===== config.mk =====
export PLATFORM = sky130hd
export DESIGN_NAME = spi_regbank_top
export DESIGN_NICKNAME = d
export VERILOG_FILES = /design/src/hw/regbank_pkg.sv /design/src/hw/readback_mux.sv /design/src/hw/reg_cell.sv /design/src/hw/spi_frame_port.sv /design/src/hw/spi_regbank_top.sv
export SDC_FILE = /design/constraint.sdc
export NUM_CORES = 1
export LEC_CHECK = 0
export BUFFER_PORTS_ARGS = -buffer_cell sky130_fd_sc_hd__clkbuf_2
export CORE_MARGIN = 2
export CORE_UTILIZATION = 35
export CTS_CLUSTER_SIZE = 28
export DETAILED_ROUTE_END_ITERATION = 8
export PLACE_DENSITY = 0.49
export SETUP_SLACK_MARGIN = 0.3
export SLEW_MARGIN = 20
export SYNTH_ARGS = -nofsm -noshare
export SYNTH_HDL_FRONTEND = slang
export SYNTH_HIERARCHICAL = 1
export SYNTH_SLANG_ARGS = --single-unit
export TNS_END_PERCENT = 100

===== constraint.sdc =====
create_clock -name cs -period 3.3 [get_ports cs]
set_input_delay 0.495 -clock cs [delete_from_list [all_inputs] [get_ports cs]]
set_output_delay 0.495 -clock cs [all_outputs]
set_load 0.02 [all_outputs]

===== src/hw/regbank_pkg.sv =====
package regbank_pkg;

  // register payload and address
  typedef logic [23:0] reg_word_t;   // every cell carries 24 bits
  typedef logic [4:0]  reg_addr_t;   // 32 addresses, only a few are mapped

  // update operation, frame bits 30..29
  typedef enum logic [1:0] {
    op_write  = 2'd0,   // replace
    op_set    = 2'd1,   // or in
    op_clear  = 2'd2,   // and with inverse
    op_toggle = 2'd3    // xor in
  } reg_op_e;

  // completed write frame, port to cells
  typedef struct packed {
    logic      valid;   // single cycle strobe
    reg_op_e   op;
    reg_addr_t addr;
    reg_word_t data;
  } reg_cmd_t;

  // frame layout, msb first on the wire
  localparam int frame_bits     = 32;   // a complete frame
  localparam int addr_bits_done = 8;    // flag, op and address have arrived
  localparam int dir_pos        = 31;   // direction flag
  localparam int op_pos         = 29;   // lsb of the op field
  localparam int addr_pos       = 24;   // lsb of the address field

  localparam logic dir_write = 1'b0;    // flag value of a write frame

  // where the address sits in the shifter once addr_bits_done bits are in
  localparam int rd_addr_pos = addr_pos - (frame_bits - addr_bits_done);

  // readback of an address with no cell behind it
  localparam reg_word_t unmapped_pattern = 24'h0f0f0f;

endpackage


===== src/hw/readback_mux.sv =====
`timescale 1ns/100ps

module readback_mux #(
  parameter int num_regs  = 3,
  parameter int base_addr = 7
) (
  input  logic                                  rd_req,
  input  regbank_pkg::reg_addr_t                rd_addr,
  input  regbank_pkg::reg_word_t [num_regs-1:0] reg_values,
  output regbank_pkg::reg_word_t                rd_data
);
  import regbank_pkg::*;

  int idx;

  always_comb
  begin
    idx = int'(rd_addr) - base_addr;
    rd_data = unmapped_pattern;
    for (int i = 0; i < num_regs; i++)
      if (idx == i)
        rd_data = reg_values[i];
  end

endmodule


===== src/hw/reg_cell.sv =====
`timescale 1ns/100ps

module reg_cell #(
  parameter regbank_pkg::reg_addr_t cell_addr   = '0,   // address this cell answers to
  parameter regbank_pkg::reg_word_t reset_value = '0
) (
  input  logic                   cs,
  input  logic                   reset,
  input  regbank_pkg::reg_cmd_t  cmd,
  output regbank_pkg::reg_word_t value
);
  import regbank_pkg::*;

  reg_word_t next_value;
  logic      hit;

  assign hit = cmd.valid && cmd.addr == cell_addr;   // strobe addressed to us

  // bitwise update against the current contents
  always_comb
  begin
    case (cmd.op)
      op_write:
        next_value = cmd.data;
      op_set:
        next_value = value | cmd.data;     // ones in data are set
      op_clear:
        next_value = value & ~cmd.data;    // ones in data are cleared
      op_toggle:
        next_value = value ^ cmd.data;     // ones in data flip
      default:
        next_value = value;
    endcase
  end

  always_ff @(posedge cs)
  begin
    if (reset)
      value <= reset_value;
    else if (hit)
      value <= next_value;   // lands the cycle after cmd.valid
  end

endmodule


===== src/hw/spi_frame_port.sv =====
`timescale 1ns/100ps

module spi_frame_port (
  input  logic                   cs,
  input  logic                   reset,
  input  logic                   sclk,
  input  logic                   ss_n,
  input  logic                   mosi,
  output logic                   miso,
  output regbank_pkg::reg_cmd_t  cmd,
  output logic                   rd_req,
  output regbank_pkg::reg_addr_t rd_addr,
  input  regbank_pkg::reg_word_t rd_data
);
  import regbank_pkg::*;

  localparam int cnt_max  = frame_bits + 1;      // count saturates one past a full frame
  localparam int cnt_bits = $clog2(cnt_max + 1);
  localparam int word_bits = $bits(reg_word_t);

  // bit 0 is the first sync stage, bit 1 the synced copy, bit 2 its history
  logic [2:0] sclk_q;
  logic [2:0] ss_q;
  logic [1:0] mosi_q;

  logic sclk_rise;
  logic sclk_fall;
  logic ss_rise;
  logic ss_idle;   // synced chip select high

  logic [cnt_bits-1:0]   bit_cnt;
  logic [frame_bits-1:0] shift_in;
  reg_word_t             shift_out;
  logic                  frame_done;

  // two flop synchronizers, idle levels on reset
  always_ff @(posedge cs)
  begin
    if (reset)
    begin
      sclk_q <= '0;      // mode 0 idles low
      ss_q   <= '1;      // deselected
    end
    else
    begin
      sclk_q <= {sclk_q[1:0], sclk};
      ss_q   <= {ss_q[1:0], ss_n};
    end
  end

  always_ff @(posedge cs)
  begin
    mosi_q <= {mosi_q[0], mosi};  // data line, only sampled on a detected rise
  end

  assign sclk_rise = sclk_q[1] & ~sclk_q[2];
  assign sclk_fall = ~sclk_q[1] & sclk_q[2];
  assign ss_rise   = ss_q[1] & ~ss_q[2];    // end of frame
  assign ss_idle   = ss_q[1];

  // bit counter, cleared between frames
  always_ff @(posedge cs)
  begin
    if (reset)
      bit_cnt <= '0;
    else if (ss_idle)
      bit_cnt <= '0;
    else if (sclk_rise && bit_cnt != cnt_bits'(cnt_max))
      bit_cnt <= bit_cnt + 1'b1;   // stops at 33, marks an overlong frame
  end

  // input shifter, mosi enters at the lsb
  always_ff @(posedge cs)
  begin
    if (ss_idle)
      shift_in <= '0;
    else if (sclk_rise)
      shift_in <= {shift_in[frame_bits-2:0], mosi_q[1]};
  end

  // readback request, one cycle after the rise of bit 8
  always_ff @(posedge cs)
  begin
    if (reset)
      rd_req <= 1'b0;
    else
      rd_req <= sclk_rise && !ss_idle && bit_cnt == cnt_bits'(addr_bits_done - 1);
  end

  // address field is still in the low bits, next rise is several cycles away
  assign rd_addr = shift_in[rd_addr_pos +: $bits(reg_addr_t)];

  // output shifter
  // loaded from the mux while rd_req is high, then moved on each fall
  always_ff @(posedge cs)
  begin
    if (ss_idle)
      shift_out <= '0;
    else if (rd_req)
      shift_out <= rd_data;                              // value bit 23 goes out next fall
    else if (sclk_fall)
      shift_out <= {shift_out[word_bits-2:0], 1'b0};    // zero fill
  end

  always_ff @(posedge cs)
  begin
    if (reset)
      miso <= 1'b0;
    else if (ss_idle)
      miso <= 1'b0;    // quiet while deselected
    else if (sclk_fall)
      miso <= shift_out[word_bits-1];   // host samples on the next rise
  end

  // a write counts only with exactly 32 bits and the flag at write
  assign frame_done = ss_rise && bit_cnt == cnt_bits'(frame_bits)
                   && shift_in[dir_pos] == dir_write;

  // command register, shift_in is cleared on this same edge
  always_ff @(posedge cs)
  begin
    if (reset)
      cmd.valid <= 1'b0;
    else
    begin
      cmd.valid <= frame_done;   // one cycle strobe
      if (frame_done)
      begin
        cmd.op   <= reg_op_e'(shift_in[op_pos +: $bits(reg_op_e)]);
        cmd.addr <= shift_in[addr_pos +: $bits(reg_addr_t)];
        cmd.data <= shift_in[word_bits-1:0];
      end
    end
  end

endmodule


===== src/hw/spi_regbank_top.sv =====
`timescale 1ns/100ps

module spi_regbank_top #(
  parameter int                     num_regs  = 3,
  parameter int                     base_addr = 7,
  parameter regbank_pkg::reg_word_t led_reset = 24'haaaaaa   // test pattern for index 0
) (
  input  logic                                  cs,
  input  logic                                  reset,
  input  logic                                  sclk,
  input  logic                                  ss_n,
  input  logic                                  mosi,
  output logic                                  miso,
  output regbank_pkg::reg_word_t [num_regs-1:0] reg_values
);
  import regbank_pkg::*;

  reg_cmd_t  cmd;       // write strobe to every cell
  logic      rd_req;    // readback request after the address byte
  reg_addr_t rd_addr;
  reg_word_t rd_data;

  // serial side
  spi_frame_port u_port (
    .cs      (cs),
    .reset   (reset),
    .sclk    (sclk),
    .ss_n    (ss_n),
    .mosi    (mosi),
    .miso    (miso),
    .cmd     (cmd),
    .rd_req  (rd_req),
    .rd_addr (rd_addr),
    .rd_data (rd_data)
  );

  // default map
  // 7 led, 8 spi mux, 9 state of the 4094 shift registers
  for (genvar i = 0; i < num_regs; i++)
  begin : g_cell
    reg_cell #(
      .cell_addr   (reg_addr_t'(base_addr + i)),
      .reset_value ((i == 0) ? led_reset : reg_word_t'(0))   // others start cleared
    ) u_cell (
      .cs    (cs),
      .reset (reset),
      .cmd   (cmd),
      .value (reg_values[i])
    );
  end

  // readback selection, answers in the cycle of rd_req
  readback_mux #(
    .num_regs  (num_regs),
    .base_addr (base_addr)
  ) u_mux (
    .rd_req     (rd_req),
    .rd_addr    (rd_addr),
    .reg_values (reg_values),
    .rd_data    (rd_data)
  );

endmodule


==> impl_metrics.prom <==
# TYPE chip_impl_metric gauge
chip_impl_metric{name="post_cts.resized_instances",unit=""} 0
chip_impl_metric{name="cts_sinks",unit=""} 176
chip_impl_metric{name="port-buffer-count",unit=""} 77
chip_impl_info{name="synth.area.top_cells",value="sky130_fd_sc_hd__dfxtp_1, sky130_fd_sc_hd__ha_1, sky130_fd_sc_hd__mux4_2"} 1
chip_impl_metric{name="synth.yosys.seq_area_share",unit=""} 0.3205
chip_impl_metric{name="synth.yosys.warnings",unit=""} 6
chip_impl_metric{name="pin_count_of_the_biggest_net_entering_global_routing",unit=""} 72
chip_impl_metric{name="synth.distinct_cells",unit=""} 54
chip_impl_info{name="tritoncts",value="done"} 1
chip_impl_info{name="timing.critical_path.slowest_stage_cell",value="sky130_fd_sc_hd__nor4b_1"} 1
chip_impl_metric{name="ctsLongestPathBuffers",unit=""} 2
chip_impl_info{name="synth_largest_area_cell",value="sky130_fd_sc_hd__dfxtp_1"} 1
chip_impl_metric{name="min_period_over_period",unit=""} 0.6953
chip_impl_metric{name="post-cts-setup-buffers",unit=""} 0
chip_impl_metric{name="clk_pin_slew_worst_paths",unit="ns"} 0.07
chip_impl_metric{name="overflow_after_grt",unit=""} 0
chip_impl_metric{name="share_of_synthesized_flip_flops_with_an_asynchronous_set_or_reset",unit=""} 0
chip_impl_metric{name="antenna_violations_before_repair",unit=""} 0
chip_impl_metric{name="filler_cell_count",unit=""} 3416
chip_impl_metric{name="leakagePower",unit="µW"} 0.006481
chip_impl_metric{name="ys_seq_elements",unit=""} 176
chip_impl_metric{name="start_util",unit=""} 0.3558
chip_impl_metric{name="detailed_place_hpwl",unit="µm"} 22610
chip_impl_metric{name="die_width",unit="µm"} 188.9
chip_impl_metric{name="timing.final.hold_violations",unit=""} 0
chip_impl_metric{name="min_period",unit="ns"} 2.295
chip_impl_metric{name="ir_worst_vdd",unit="µV"} 382.8
chip_impl_metric{name="clock_skew",unit="ns"} 0.01738
chip_impl_info{name="clock_tree.root_cell",value="sky130_fd_sc_hd__clkbuf_16"} 1
chip_impl_info{name="synth_flop_cell",value="sky130_fd_sc_hd__dfxtp_1"} 1
chip_impl_metric{name="track_usage",unit=""} 0.1863
chip_impl_metric{name="synthToLayoutAreaGrowth",unit="%"} 10.75
chip_impl_metric{name="detailed_place.area",unit="µm²"} 12670
chip_impl_info{name="grt_setup_unrepaired",value="no"} 1
chip_impl_metric{name="timing.fmax",unit="GHz"} 0.4358
chip_impl_info{name="crit_path_start_kind",value="flip-flop"} 1
chip_impl_metric{name="wirelength",unit="µm"} 32130
chip_impl_metric{name="total_switching_power",unit="µW"} 994.0
chip_impl_metric{name="core_region_area",unit="µm²"} 33620
chip_impl_metric{name="vias_cell",unit=""} 4.957
chip_impl_metric{name="synth-edff-count",unit=""} 31
chip_impl_info{name="timing.setup.critical_path_class",value="flip-flop to flip-flop"} 1
chip_impl_info{name="mostFrequentLayoutCell",value="sky130_fd_sc_hd__inv_1"} 1
chip_impl_metric{name="number_of_global_route_vias_before_repair",unit=""} 8605
chip_impl_metric{name="worstPathRequired",unit="ns"} 3.44
chip_impl_info{name="min-delay-path-class",value="input port to flip-flop"} 1
chip_impl_info{name="crit_chain",value="nor4b_1 > nand4_1 > nor2_2 > buf_4"} 1
chip_impl_metric{name="cts.hold.buffers_added",unit=""} 0
chip_impl_metric{name="route.detailed.drc",unit=""} 0
chip_impl_metric{name="cap_viol_max_count",unit=""} 0
chip_impl_metric{name="cts_buffers",unit=""} 17
chip_impl_metric{name="final.setup.tns",unit="ns"} 0
chip_impl_metric{name="worstMarginPinSlew",unit="ns"} 0.7792
chip_impl_metric{name="power.clock.fraction",unit=""} 0.480
chip_impl_metric{name="wire_per_inst",unit="µm"} 18.08
chip_impl_metric{name="clock_latency",unit="ns"} 0.45
chip_impl_metric{name="post-synth-top-area-fraction",unit=""} 0.2427
chip_impl_metric{name="detail-route-antenna-nets",unit=""} 0
chip_impl_metric{name="max_slew_margin",unit=""} 0.4798
chip_impl_metric{name="arrival_time_of_data_at_the_critical_path_endpoint",unit="ns"} 2.44
chip_impl_metric{name="fin_nets",unit=""} 1468
chip_impl_metric{name="crit_buf_inv",unit=""} 1
chip_impl_metric{name="syn_area",unit="µm²"} 11960
chip_impl_metric{name="power.share.sequential",unit=""} 0.505
chip_impl_info{name="critical_path.top_delay_family",value="simple AND/OR/NAND/NOR gates"} 1
chip_impl_metric{name="syn_nets",unit=""} 1428
chip_impl_metric{name="power.combinational.fraction",unit=""} 0.015
chip_impl_metric{name="globalplace.congestion",unit=""} 0.7868
chip_impl_metric{name="placementRows",unit=""} 67
chip_impl_metric{name="first_pass_grt_wire_length",unit="µm"} 50760
chip_impl_metric{name="synth.avg_cell_area",unit="µm²"} 9.374
chip_impl_metric{name="antenna_cells_inserted",unit=""} 0
chip_impl_metric{name="htree_levels",unit=""} 4
chip_impl_metric{name="finalInstanceArea",unit="µm²"} 13250
chip_impl_metric{name="netlist_instances",unit=""} 1276
chip_impl_metric{name="critPathMaxFanout",unit=""} 12
chip_impl_metric{name="i_o_pin_cnt",unit=""} 78
chip_impl_metric{name="die_h",unit="µm"} 188.9
chip_impl_info{name="outcome",value="completed"} 1
chip_impl_metric{name="p_per_area",unit="nW/µm²"} 325.9
chip_impl_metric{name="power.switching_fraction",unit=""} 0.2302
chip_impl_metric{name="critical-path-max-stage-delay",unit="ns"} 0.55
chip_impl_metric{name="routed-via-count",unit=""} 8808
chip_impl_metric{name="drt_first_iter_violations",unit=""} 431
chip_impl_metric{name="count_of_final_setup_violators",unit=""} 0
chip_impl_metric{name="fp.dieArea",unit="µm²"} 35670
chip_impl_info{name="cp-end-kind",value="flip-flop"} 1
chip_impl_metric{name="detailedRoute.firstPassIterationCount",unit=""} 5
chip_impl_info{name="most_used_cells_in_the_layout_excluding_fill_and_tap_cells",value="sky130_fd_sc_hd__inv_1, sky130_fd_sc_hd__ha_1, sky130_fd_sc_hd__dfxtp_1"} 1
chip_impl_metric{name="final_max_slew_viol_count",unit=""} 0
chip_impl_metric{name="post_route_cells_drive_above_1_share",unit=""} 0.1655
chip_impl_metric{name="p_int",unit="µW"} 3324
-- metal layers --
layer | routed length, µm | part of all wire | track usage | vias up
met5 | 0 | 0 | 0 | -
met4 | 588 | 0.018 | 0.05709 | 0
met3 | 808 | 0.025 | 0.02317 | 22
met2 | 15880 | 0.49 | 0.3225 | 147
met1 | 14850 | 0.46 | 0.2426 | 4340
li1 | - | - | - | 4299
-- logic make-up after synthesis --
logic type               synth area share
adder cells (fa/ha/maj)            0.1538
flip-flops                         0.3205
AO/OA/AOI/OAI                      0.1294
AND/OR/NAND/NOR                    0.1046
multiplexers                       0.1595
buffers and inverters              0.1322
-- flip-flops by register name (all words and copies together) (netlist names), 2 cells and up --
name / flops
u_port/bit_cnt: 6
u_port/shift_in: 32
g_cell.u_cell/value: 72
u_port/shift_out: 24
u_port/mosi_q: 2
u_port/cmd: 32
u_port/sclk_q: 3
u_port/ss_q: 3
-- worst register-to-register path: stages (launching register included) --
cell and delay (ns):
sky130_fd_sc_hd__dfxtp_1 0.35, sky130_fd_sc_hd__nor4b_1 0.55, sky130_fd_sc_hd__nand4_1 0.22, sky130_fd_sc_hd__nor2_2 0.55, sky130_fd_sc_hd__buf_4 0.33
-- through the flow --
step | setup slack [ns] | total power, µW | cells | utilization | hold slack [ns]
2_1_floorplan | 0.6239 | 2270 | 1276 | - | 0.3096
3_3_place_gp | 1.042 | 2295 | 1745 | 0.3768 | 0.3148
3_5_place_dp | 0.9715 | 2295 | 1745 | 0.3768 | 0.3168
4_1_cts | 0.9822 | 4388 | 1777 | 0.3941 | 0.1267
5_1_grt | 0.8371 | 4474 | 1777 | 0.3941 | 0.1388
6_report | 1.005 | 4318 | 1777 | 0.3941 | 0.1465
-- area by class of cell --
cell class | instances | area (µm²) | share of cell area
Clock buffer | 19 | 432.9 | 0.03268
Clock inverter | 13 | 148.9 | 0.01124
Inverter | 291 | 1092 | 0.08245
Multi-Input combinational cell | 730 | 6558 | 0.4950
Sequential cell | 176 | 3835 | 0.2895
Tap cell | 448 | 560.5 | 0.04231
Timing Repair Buffer | 100 | 620.6 | 0.04685
-- cell usage after synthesis (all sizes together), types with 18 or more instances --
| cell | count |
|---|---|
| ha | 147 |
| nand2 | 80 |
| mux2i | 32 |
| a211oi | 24 |
| dfxtp | 145 |
| nor2b | 65 |
| mux4 | 70 |
| nand2b | 18 |
| o21ai | 109 |
| nor2 | 48 |
| o2bb2ai | 18 |
| buf | 48 |
| edfxtp | 31 |
| a21oi | 38 |
| clkbuf | 30 |
| inv | 291 |
-- power groups by stage --
stage	clock, µW	sequential, µW	combinational (µW)
2_1_floorplan	0	2230	39.9
3_3_place_gp	0	2230	64.8
3_5_place_dp	0	2230	64.5
4_1_cts	2140	2180	64.5
5_1_grt	2220	2180	69.7
6_report	2070	2180	64.2
-- worst paths after layout --
| kind | start | endpoint | slack (ns) | cells after the start |
|---|---|---|---|---|
| worst max-delay path | u_port/bit_cnt[2]$_SDFFE_PP0P_ | u_port/cmd[15]$_DFFE_PP_ | 1.01 | 4 |
| worst min-delay path | mosi | u_port/mosi_q[0]$_DFF_P_ | 0.15 | 1 |
| worst max register to register | u_port/bit_cnt[2]$_SDFFE_PP0P_ | u_port/cmd[15]$_DFFE_PP_ | 1.01 | 4 |
| worst min register to register | u_port/mosi_q[0]$_DFF_P_ | u_port/mosi_q[1]$_DFF_P_ | 0.33 | 0 |
Note: power is estimated with default switching activity, not from simulation.
